[config.mk]
export PLATFORM = sky130hd
export DESIGN_NAME = exec_core
export DESIGN_NICKNAME = d
export VERILOG_FILES = /design/src/rtl/exec_pkg.sv /design/src/rtl/alu.sv /design/src/rtl/exec.sv /design/src/rtl/exec_core.sv /design/src/rtl/hazard_unit.sv /design/src/rtl/id_ex_stage.sv /design/src/rtl/mem_wb_stage.sv /design/src/rtl/reg_file.sv
export SDC_FILE = /design/constraint.sdc
export NUM_CORES = 2
export LEC_CHECK = 0
export BUFFER_PORTS_ARGS = -buffer_cell sky130_fd_sc_hd__buf_2
export CORE_ASPECT_RATIO = 0.6
export CORE_MARGIN = 10
export CORE_UTILIZATION = 30
export DETAILED_ROUTE_END_ITERATION = 16
export GPL_TIMING_DRIVEN = 0
export PLACE_DENSITY = 0.48
export SLEW_MARGIN = 10
export SYNTH_ARGS = -nofsm -noshare
export SYNTH_HDL_FRONTEND = slang
export SYNTH_SLANG_ARGS = --single-unit
[constraint.sdc]
create_clock -name clk -period 13.75 [get_ports clk]
set_input_delay 4.125 -clock clk [delete_from_list [all_inputs] [get_ports clk]]
set_output_delay 4.125 -clock clk [all_outputs]
set_load 0.01 [all_outputs]
[src/rtl/exec_pkg.sv]
package exec_pkg;

    typedef enum logic [3:0] {
        ALU_ADD    = 4'b0000,
        ALU_SUB    = 4'b0001,
        ALU_AND    = 4'b0010,
        ALU_OR     = 4'b0011,
        ALU_SLTU   = 4'b0100,
        ALU_SLT    = 4'b0101,
        ALU_XOR    = 4'b0110,
        ALU_SLL    = 4'b0111,
        ALU_SRL    = 4'b1000,
        ALU_SRA    = 4'b1001,
        // lui goes through operand b unchanged
        ALU_PASS_B = 4'b1010
    } alu_op_t;

    typedef enum logic {
        RES_ALU = 1'b0,
        RES_PC4 = 1'b1
    } result_src_t;

    typedef struct packed {
        logic        reg_write;
        result_src_t result_src;
        logic        alu_src;
        logic        src_a_pc;
        alu_op_t     alu_control;
        logic        branch;
        logic        jump;
        logic        funct3_0;
    } decode_ctrl_t;

    // rd1/rd2 are zero from decode, filled at the id/ex register
    typedef struct packed {
        logic         valid;
        decode_ctrl_t ctrl;
        logic [4:0]   rs1;
        logic [4:0]   rs2;
        logic [4:0]   rd;
        logic [31:0]  imm;
        logic [31:0]  pc;
        logic [31:0]  rd1;
        logic [31:0]  rd2;
    } instr_t;

    typedef struct packed {
        logic        valid;
        logic        reg_write;
        result_src_t result_src;
        logic [4:0]  rd;
        logic [31:0] alu_result;
        logic [31:0] pc_plus4;
    } ex_result_t;

    typedef struct packed {
        logic        valid;
        logic        we;
        logic [4:0]  rd;
        logic [31:0] data;
    } wb_t;

    typedef enum logic [1:0] {
        FWD_REG = 2'b00,
        FWD_WB  = 2'b01,
        FWD_MEM = 2'b10
    } fwd_sel_t;

endpackage

[src/rtl/alu.sv]
`timescale 1ns/10ps

module alu (
    input  logic [31:0]      a,
    input  logic [31:0]      b,
    input  exec_pkg::alu_op_t alu_control,
    output logic [31:0]      result,
    output logic             zero
);

    logic [4:0] shamt;

    assign shamt = b[4:0];

    always_comb begin
        case (alu_control)
            exec_pkg::ALU_ADD: begin
                result = a + b;
            end
            exec_pkg::ALU_SUB: begin
                result = a - b;
            end
            exec_pkg::ALU_AND: begin
                result = a & b;
            end
            exec_pkg::ALU_OR: begin
                result = a | b;
            end
            exec_pkg::ALU_SLTU: begin
                result = {31'd0, (a < b)};
            end
            exec_pkg::ALU_SLT: begin
                result = {31'd0, ($signed(a) < $signed(b))};
            end
            exec_pkg::ALU_XOR: begin
                result = a ^ b;
            end
            exec_pkg::ALU_SLL: begin
                result = a << shamt;
            end
            exec_pkg::ALU_SRL: begin
                result = a >> shamt;
            end
            exec_pkg::ALU_SRA: begin
                result = $unsigned($signed(a) >>> shamt);
            end
            exec_pkg::ALU_PASS_B: begin
                result = b;
            end
            default: begin
                result = '0;
            end
        endcase
    end

    // beq/bne look at this after a sub
    assign zero = (result == 32'd0);

endmodule

[src/rtl/exec.sv]
`timescale 1ns/10ps

module exec (
    input  exec_pkg::instr_t     id_ex,
    input  exec_pkg::fwd_sel_t   forward_a,
    input  exec_pkg::fwd_sel_t   forward_b,
    input  logic [31:0]          mem_alu_result,
    input  logic [31:0]          wb_data,
    output exec_pkg::ex_result_t ex_out,
    output logic                 redirect_valid,
    output logic [31:0]          redirect_pc
);

    logic [31:0] fwd_a;
    logic [31:0] fwd_b;
    logic [31:0] src_a;
    logic [31:0] src_b;
    logic [31:0] alu_result;
    logic        zero;
    logic        branch_met;

    function automatic logic [31:0] fwd_mux(
        input exec_pkg::fwd_sel_t sel,
        input logic [31:0]        reg_val
    );
        logic [31:0] value;
        case (sel)
            exec_pkg::FWD_WB: begin
                value = wb_data;
            end
            exec_pkg::FWD_MEM: begin
                value = mem_alu_result;
            end
            default: begin
                value = reg_val;
            end
        endcase
        return value;
    endfunction

    always_comb begin
        fwd_a = fwd_mux(forward_a, id_ex.rd1);
        fwd_b = fwd_mux(forward_b, id_ex.rd2);
    end

    // auipc/jal take pc, i-type and jal take imm
    assign src_a = id_ex.ctrl.src_a_pc ? id_ex.pc : fwd_a;
    assign src_b = id_ex.ctrl.alu_src ? id_ex.imm : fwd_b;

    alu i_alu (
        .a           (src_a),
        .b           (src_b),
        .alu_control (id_ex.ctrl.alu_control),
        .result      (alu_result),
        .zero        (zero)
    );

    always_comb begin
        case (id_ex.ctrl.alu_control)
            // beq, bne
            exec_pkg::ALU_SUB: begin
                branch_met = id_ex.ctrl.funct3_0 ^ zero;
            end
            // blt, bge
            exec_pkg::ALU_SLT: begin
                branch_met = id_ex.ctrl.funct3_0 ^ alu_result[0];
            end
            // bltu, bgeu
            exec_pkg::ALU_SLTU: begin
                branch_met = id_ex.ctrl.funct3_0 ^ alu_result[0];
            end
            default: begin
                branch_met = 1'b0;
            end
        endcase
    end

    assign redirect_valid = id_ex.valid &
                            ((id_ex.ctrl.branch & branch_met) | id_ex.ctrl.jump);
    assign redirect_pc    = id_ex.pc + id_ex.imm;

    always_comb begin
        ex_out.valid      = id_ex.valid;
        ex_out.reg_write  = id_ex.ctrl.reg_write;
        ex_out.result_src = id_ex.ctrl.result_src;
        ex_out.rd         = id_ex.rd;
        ex_out.alu_result = alu_result;
        ex_out.pc_plus4   = id_ex.pc + 32'd4;
    end

endmodule

[src/rtl/exec_core.sv]
`timescale 1ns/10ps

module exec_core #(
    parameter int NUM_REGS = 32
) (
    input  logic             clk,
    input  logic             reset,
    input  exec_pkg::instr_t instr_in,
    output logic             redirect_valid,
    output logic [31:0]      redirect_pc,
    output exec_pkg::wb_t    wb
);

    exec_pkg::instr_t     id_ex;
    exec_pkg::ex_result_t ex_out;
    exec_pkg::fwd_sel_t   forward_a;
    exec_pkg::fwd_sel_t   forward_b;
    logic [4:0]           rs1;
    logic [4:0]           rs2;
    logic [31:0]          rd1;
    logic [31:0]          rd2;
    logic [4:0]           mem_rd;
    logic                 mem_reg_write;
    logic [31:0]          mem_alu_result;

    reg_file #(
        .NUM_REGS (NUM_REGS)
    ) i_reg_file (
        .clk     (clk),
        .reset   (reset),
        .raddr_a (rs1),
        .raddr_b (rs2),
        .rdata_a (rd1),
        .rdata_b (rd2),
        .wr      (wb)
    );

    id_ex_stage i_id_ex_stage (
        .clk      (clk),
        .reset    (reset),
        .instr_in (instr_in),
        .flush    (redirect_valid),
        .rs1      (rs1),
        .rs2      (rs2),
        .rd1      (rd1),
        .rd2      (rd2),
        .id_ex    (id_ex)
    );

    hazard_unit i_hazard_unit (
        .rs1_e       (id_ex.rs1),
        .rs2_e       (id_ex.rs2),
        .rd_m        (mem_rd),
        .reg_write_m (mem_reg_write),
        .rd_w        (wb.rd),
        .reg_write_w (wb.we),
        .forward_a   (forward_a),
        .forward_b   (forward_b)
    );

    exec i_exec (
        .id_ex          (id_ex),
        .forward_a      (forward_a),
        .forward_b      (forward_b),
        .mem_alu_result (mem_alu_result),
        .wb_data        (wb.data),
        .ex_out         (ex_out),
        .redirect_valid (redirect_valid),
        .redirect_pc    (redirect_pc)
    );

    mem_wb_stage i_mem_wb_stage (
        .clk            (clk),
        .reset          (reset),
        .ex_out         (ex_out),
        .mem_rd         (mem_rd),
        .mem_reg_write  (mem_reg_write),
        .mem_alu_result (mem_alu_result),
        .wb             (wb)
    );

endmodule

[src/rtl/hazard_unit.sv]
`timescale 1ns/10ps

module hazard_unit (
    input  logic [4:0]          rs1_e,
    input  logic [4:0]          rs2_e,
    input  logic [4:0]          rd_m,
    input  logic                reg_write_m,
    input  logic [4:0]          rd_w,
    input  logic                reg_write_w,
    output exec_pkg::fwd_sel_t  forward_a,
    output exec_pkg::fwd_sel_t  forward_b
);

    // memory stage is younger, so it wins over writeback
    function automatic exec_pkg::fwd_sel_t pick(
        input logic [4:0] rs,
        input logic [4:0] rd_mem,
        input logic       we_mem,
        input logic [4:0] rd_wb,
        input logic       we_wb
    );
        exec_pkg::fwd_sel_t sel;
        if (rs == 5'd0) begin
            sel = exec_pkg::FWD_REG;
        end else if (we_mem && (rd_mem == rs)) begin
            sel = exec_pkg::FWD_MEM;
        end else if (we_wb && (rd_wb == rs)) begin
            sel = exec_pkg::FWD_WB;
        end else begin
            sel = exec_pkg::FWD_REG;
        end
        return sel;
    endfunction

    always_comb begin
        forward_a = pick(rs1_e, rd_m, reg_write_m, rd_w, reg_write_w);
        forward_b = pick(rs2_e, rd_m, reg_write_m, rd_w, reg_write_w);
    end

endmodule

[src/rtl/id_ex_stage.sv]
`timescale 1ns/10ps

module id_ex_stage (
    input  logic             clk,
    input  logic             reset,
    input  exec_pkg::instr_t instr_in,
    input  logic             flush,
    output logic [4:0]       rs1,
    output logic [4:0]       rs2,
    input  logic [31:0]      rd1,
    input  logic [31:0]      rd2,
    output exec_pkg::instr_t id_ex
);

    exec_pkg::instr_t payload;

    // register file is read straight from the incoming instruction
    assign rs1 = instr_in.rs1;
    assign rs2 = instr_in.rs2;

    // flush drops the instruction behind a taken branch or jal
    always_ff @(posedge clk) begin
        if (reset) begin
            payload.valid <= 1'b0;
        end else begin
            payload.valid <= instr_in.valid & ~flush;
        end
        payload.ctrl <= instr_in.ctrl;
        payload.rs1  <= instr_in.rs1;
        payload.rs2  <= instr_in.rs2;
        payload.rd   <= instr_in.rd;
        payload.imm  <= instr_in.imm;
        payload.pc   <= instr_in.pc;
        payload.rd1  <= rd1;
        payload.rd2  <= rd2;
    end

    assign id_ex = payload;

endmodule

[src/rtl/mem_wb_stage.sv]
`timescale 1ns/10ps

module mem_wb_stage (
    input  logic                 clk,
    input  logic                 reset,
    input  exec_pkg::ex_result_t ex_out,
    output logic [4:0]           mem_rd,
    output logic                 mem_reg_write,
    output logic [31:0]          mem_alu_result,
    output exec_pkg::wb_t        wb
);

    exec_pkg::ex_result_t ex_mem;
    logic                 wb_valid;
    logic                 wb_we;
    logic [4:0]           wb_rd;
    logic [31:0]          wb_data;

    always_ff @(posedge clk) begin
        if (reset) begin
            ex_mem.valid <= 1'b0;
        end else begin
            ex_mem.valid <= ex_out.valid;
        end
        ex_mem.reg_write  <= ex_out.reg_write;
        ex_mem.result_src <= ex_out.result_src;
        ex_mem.rd         <= ex_out.rd;
        ex_mem.alu_result <= ex_out.alu_result;
        ex_mem.pc_plus4   <= ex_out.pc_plus4;
    end

    // forwarding source one stage behind execute
    assign mem_rd         = ex_mem.rd;
    assign mem_reg_write  = ex_mem.valid & ex_mem.reg_write;
    assign mem_alu_result = ex_mem.alu_result;

    always_ff @(posedge clk) begin
        if (reset) begin
            wb_valid <= 1'b0;
            wb_we    <= 1'b0;
        end else begin
            wb_valid <= ex_mem.valid;
            wb_we    <= ex_mem.valid & ex_mem.reg_write;
        end
    end

    always_ff @(posedge clk) begin
        wb_rd   <= ex_mem.rd;
        wb_data <= (ex_mem.result_src == exec_pkg::RES_PC4) ? ex_mem.pc_plus4
                                                            : ex_mem.alu_result;
    end

    always_comb begin
        wb.valid = wb_valid;
        wb.we    = wb_we;
        wb.rd    = wb_rd;
        wb.data  = wb_data;
    end

endmodule

[src/rtl/reg_file.sv]
`timescale 1ns/10ps

module reg_file #(
    parameter int NUM_REGS = 32
) (
    input  logic          clk,
    input  logic          reset,
    input  logic [4:0]    raddr_a,
    input  logic [4:0]    raddr_b,
    output logic [31:0]   rdata_a,
    output logic [31:0]   rdata_b,
    input  exec_pkg::wb_t wr
);

    localparam int AW = $clog2(NUM_REGS);

    logic [31:0] regs [NUM_REGS];
    logic        wr_en;

    // x0 and out-of-range targets never land
    assign wr_en = wr.valid && wr.we && (wr.rd != 5'd0) && (wr.rd < NUM_REGS);

    always_ff @(posedge clk) begin
        if (reset) begin
            for (int i = 0; i < NUM_REGS; i++) begin
                regs[i] <= '0;
            end
        end else if (wr_en) begin
            regs[wr.rd[AW-1:0]] <= wr.data;
        end
    end

    function automatic logic [31:0] read_reg(input logic [4:0] addr);
        logic [31:0] value;
        if ((addr == 5'd0) || (addr >= NUM_REGS)) begin
            value = '0;
        end else if (wr_en && (wr.rd == addr)) begin
            // same-cycle write shows through
            value = wr.data;
        end else begin
            value = regs[addr[AW-1:0]];
        end
        return value;
    endfunction

    always_comb begin
        rdata_a = read_reg(raddr_a);
        rdata_b = read_reg(raddr_b);
    end

endmodule

==> results <==
- The flow ran to the end, but the final reports show violations.
- The final reports fail on capacitance limit, slew limit, setup timing.
- The final count of negative-setup-slack endpoints is 1.
- Of the cells placed in the final design, the portion with a size suffix greater than 1 is 0.225.
- The setup check on the worst reg-to-reg path leaves a slack of 4750 ps.
- The routed layout has 57600 vias.
- The cts-stage hold buffer count is 0.
- For the worst-skew pair, the clock arrives at the later sink with an insertion delay of 850 ps.
- The final routed DRC violation total is 0.
- The endpoint class of the critical path is an output port.
- The die covers 0.267 mm2.
- The type of the tightest min-delay check is reg -> reg.
- The worst setup slack after layout is -222 ps.
- The number of antenna violations at the first check in global routing is 35.
- The launch instance of the worst register-to-register path is i_mem_wb_stage.mem_rd[4].
- The endpoint arrival time on the critical path is 9850 ps.
- The headroom to the max-slew limit is -0.0576.
- Of all nets on the critical path, the largest fanout is 10.
- Summing every instance area after synthesis gives 0.0738 mm2.
- The type of element launching the critical path is a register.
- The flip-flop and latch count after synthesis is 1290.
- The buffer type at the clock tree root is sky130_fd_sc_hd__clkbuf_16.
- The number of placement rows is 140.
- The path type of the worst setup path is reg -> out.
- The first routing iteration left 9830 violations.
- The switching portion of total power is 0.337.
- The transition time of the tightest slew-check pin is 1590 ps.
- The first TritonRoute pass finished after 8 iterations.
- The number of warnings reported in the yosys synthesis log is 0.
- The total leakage power is 31.0 nW.
- The power spent charging and discharging nets is 3.73 mW.
- The worst hold path was traced through 0 stages.
- The post-route minimum period is 13970 ps.
- The CTS clock-pin slew for the worst setup and hold paths is 60 ps.
- The power per standard cell area is 130 mW/mm2.
- The average footprint of a synthesized cell is 12.7 um2.
- The total number of clock tree sinks is 1290.
- Synthesis produced 5812 cells.
- Measured along the x axis, the die boundary spans 660 um.
- The global routing usage summed across all routing layers is 0.286.
- The finished cells cover 0.0851 mm2.
- The clock tree skew after final layout is 57.8 ps.
- Of all flip-flops after synthesis, the portion carrying an async set or reset was 0.
- The fraction of power consumed by combinational cells is 0.227.
- For the worst setup path, the data required time is 9620 ps.
- The final layout contains routed wiring with a total length of 394000 um.
- The initial utilization of the core area, before any placement, comes to 0.303.
- The CTS tree is done.
- Based on the critical path, the design can be clocked at up to 71.6 MHz.
- Summed over all layers, the global routing overflow is 0.
- The number of violations of the max-capacitance limit is 2.
- The fill cell instance count of the final layout is 23900.
- The average vias per placed instance is 6.01.
- The first-pass GRT wire length is 513000 um.
- The final layout contains 6486 nets.
- Dividing the final minimum period by the clock period gives 1.02.
- The final hold violation count is 0.
- The placed instances occupy a cell area of 0.0797 mm2.
- The number of cells on the worst reg-to-reg path is 24.
- The clock power share is 0.357.
- At the end of the flow the core is filled with cells to 0.349.
- The number of global-route vias before repair came to 54000.
- The synthesized design contains 1024 enable-type register cells.
- The H-tree was split into 4 levels.
- During placement, the flow inserted port buffers numbering 163.
- The share of total power dissipated in sequential elements is 0.416.
- The maximum number of pins on one net before global-route repair is 33.
- 229 I/O pins were placed.
- After floorplanning, the core was sized to cover 0.244 mm2.
- The routed wirelength normalized by instance count is 41.2 um.
- Routability-driven placement finished with a final weighted congestion of 1.04.
- The endpoint identified for the worst register-to-register timing path is i_id_ex_stage.id_ex[154].
- The cell internal power dissipation is 7.34 mW.
- The number of pins with negative max-slew slack in the final report is 11.
- The y dimension of the die is 404 um.
- The post-synthesis sequential area ratio is 0.489.
- The remaining antenna violation count is 0.
- The critical hold path startpoint is i_id_ex_stage.id_ex[152].
- The longest clock path from root to sink contains 4 buffers.
- Clock tree synthesis inserted a total of 145 buffers.
- The worst hold path terminates at i_mem_wb_stage.ex_mem[69].
- The maximum resistive drop on vdd is 0.0000747 V.
- The half-perimeter wire length after placement is 326000 um.
- Compared with the post-synthesis result, the final layout area differs by 15.3%.
- The count of cell types in the netlist is 97.
- The predominant post-synthesis flop cell is sky130_fd_sc_hd__edfxtp_1.
==> sequential cells by signal (all words and copies together), names as in the netlist <==
signal,cells
i_mem_wb_stage.wb_valid,1
i_mem_wb_stage.mem_rd,5
i_mem_wb_stage.ex_mem,35
i_reg_file.regs,1024
i_id_ex_stage.id_ex,155
i_mem_wb_stage.wb_data,32
i_mem_wb_stage.wb_we,1
i_mem_wb_stage.wb_rd,5
i_mem_wb_stage.mem_alu_result,32
==> layout by cell type (no fill, tap or decap), types with 32 or more instances in the layout <==
master                      instances
sky130_fd_sc_hd__a211oi_1          79
sky130_fd_sc_hd__a21oi_1          171
sky130_fd_sc_hd__a221oi_1          50
sky130_fd_sc_hd__a22oi_1           51
sky130_fd_sc_hd__and2_1          1001
sky130_fd_sc_hd__buf_2            218
sky130_fd_sc_hd__buf_4             41
sky130_fd_sc_hd__clkbuf_1         340
sky130_fd_sc_hd__clkbuf_16        155
sky130_fd_sc_hd__clkbuf_2          73
sky130_fd_sc_hd__conb_1            32
sky130_fd_sc_hd__dfxtp_1          259
sky130_fd_sc_hd__edfxtp_1        1024
sky130_fd_sc_hd__ha_1             130
sky130_fd_sc_hd__inv_1            120
sky130_fd_sc_hd__mux2_2            75
sky130_fd_sc_hd__mux2i_1          216
sky130_fd_sc_hd__mux4_2           561
sky130_fd_sc_hd__nand2_1          184
sky130_fd_sc_hd__nand2b_1          51
sky130_fd_sc_hd__nand3_1           55
sky130_fd_sc_hd__nor2_1           313
sky130_fd_sc_hd__nor3_1            44
sky130_fd_sc_hd__o211ai_1          44
sky130_fd_sc_hd__o21ai_0          113
sky130_fd_sc_hd__o22ai_1           57
sky130_fd_sc_hd__or2_2             39
sky130_fd_sc_hd__xnor2_1           76
==> through the flow <==
| step | worst slack, ps | hold slack (ps) | cells | power [mW] | TNS, ps |
|---|---|---|---|---|---|
| floorplan | 2640 | 310 | 5843 | 5.76 | 0 |
| finish | -222 | 325 | 9581 | 11.1 | -222 |
| CTS | 0.449 | 326 | 9563 | 10.9 | 0 |
| global placement | -3880 | 312 | 9272 | 6.96 | -3880 |
| detailed placement | -1890 | 312 | 9314 | 6.99 | -1890 |
| global route | -29.8 | 329 | 9558 | 11.3 | -29.8 |
==> cell families (layout without fill, tap and decap cells) <==
family | count (synthesis) | count (layout) | share of synthesized area
compound gates | 913 | 913 | 0.0883
xor+xnor | 107 | 107 | 0.0127
fa+ha+maj | 138 | 138 | 0.0237
buf+inv | 665 | 1114 | 0.0353
flops | 1290 | 1290 | 0.489
mux | 859 | 859 | 0.213
other cells | 1 | 55 | 0.0000508
simple gates | 1839 | 1839 | 0.138
==> cells in the mapped netlist, drive strengths merged (25+ instances only) <==
cell type	count	area (um2)
a211oi	83	628
a21o	26	195
a21oi	178	891
a221oi	64	573
a22o	26	228
a22oi	51	383
a31oi	25	156
and2	1002	6270
buf	127	581
clkbuf	409	1540
dfxtp	266	5330
edfxtp	1024	30700
ha	135	1690
inv	127	477
mux2	75	845
mux2i	223	2240
mux4	561	12600
nand2	184	691
nand2b	51	319
nand3	56	280
nor2	323	1210
nor2b	29	181
nor3	47	235
o211ai	44	330
o21ai	133	666
o221ai	50	537
o22ai	59	369
o31ai	25	206
or2	41	256
xnor2	77	674
xor2	30	263
==> worst max path at each step <==
stage | end | startpoint | slack (ps) | cells past startpoint
floorplan | redirect_valid | i_id_ex_stage.id_ex[136] | 2640 | 29
global placement | redirect_valid | i_mem_wb_stage.wb_rd[4] | -3880 | 31
detailed placement | redirect_valid | i_mem_wb_stage.wb_rd[4] | -1890 | 32
CTS | redirect_valid | i_mem_wb_stage.mem_rd[3] | 0.4 | 29
global route | redirect_valid | i_mem_wb_stage.wb_rd[1] | -30 | 31
finish | redirect_valid | i_mem_wb_stage.mem_rd[4] | -220 | 25
==> area by class of cell <==
cell class,count,area [um2],area share
clock buffer,191,4070,0.0479
multi-input combinational,3888,35900,0.422
inverter,129,485,0.00570
timing repair buffer,217,1540,0.0181
antenna,23,57.6,0.000676
clock inverter,57,455,0.00535
buffer,520,2400,0.0282
tap,3266,4090,0.0480
sequential,1290,36100,0.424
==> layer usage <==
| metal | share of wire | track usage | vias up |
|---|---|---|---|
| met5 | 0.00090 | 0.00656 | - |
| met4 | 0.018 | 0.0475 | 8 |
| met3 | 0.17 | 0.158 | 398 |
| met2 | 0.33 | 0.317 | 3804 |
| met1 | 0.48 | 0.459 | 30600 |
| li1 | - | - | 22800 |
==> worst max-delay path: stages (launching register included) <==
cell and delay (ps):
sky130_fd_sc_hd__dfxtp_2 440, sky130_fd_sc_hd__xnor2_1 140, sky130_fd_sc_hd__nand4_1 90, sky130_fd_sc_hd__or3_1 370
sky130_fd_sc_hd__or2_2 360, sky130_fd_sc_hd__ha_2 340, sky130_fd_sc_hd__buf_2 250, sky130_fd_sc_hd__a221oi_2 80
sky130_fd_sc_hd__o31ai_4 360, sky130_fd_sc_hd__buf_4 310, sky130_fd_sc_hd__inv_2 200, sky130_fd_sc_hd__nand2_1 600
sky130_fd_sc_hd__clkbuf_1 1000, sky130_fd_sc_hd__o21ai_0 640, sky130_fd_sc_hd__a21oi_1 340, sky130_fd_sc_hd__o221ai_2 400
sky130_fd_sc_hd__a21oi_1 460, sky130_fd_sc_hd__o21ai_0 350, sky130_fd_sc_hd__or3_1 460, sky130_fd_sc_hd__nor4_2 140
sky130_fd_sc_hd__buf_4 250, sky130_fd_sc_hd__nand2_1 130, sky130_fd_sc_hd__or4_1 540, sky130_fd_sc_hd__a211oi_4 420
sky130_fd_sc_hd__o21a_1 150, sky130_fd_sc_hd__buf_2 120
==> repair_timing <==
| action | 4_1_cts | 5_1_grt |
|---|---|---|
| setup buffers | 7 | 2 |
| hold endpoints to repair | 0 | 0 |
| endpoints found under the setup margin | 1 | 1 |
| pin swaps | 6 | 9 |
| resized for setup | 153 | 73 |
==> power by group through the flow <==
stage / Clock (mW) / Combinational [mW] / Sequential (mW)
finish: 3.95 / 2.51 / 4.60
global route: 4.12 / 2.55 / 4.62
CTS: 3.98 / 2.35 / 4.60
detailed placement: 0 / 2.31 / 4.68
global placement: 0 / 2.28 / 4.68
floorplan: 0 / 1.20 / 4.56
Note: power is estimated with default switching activity, not from simulation.
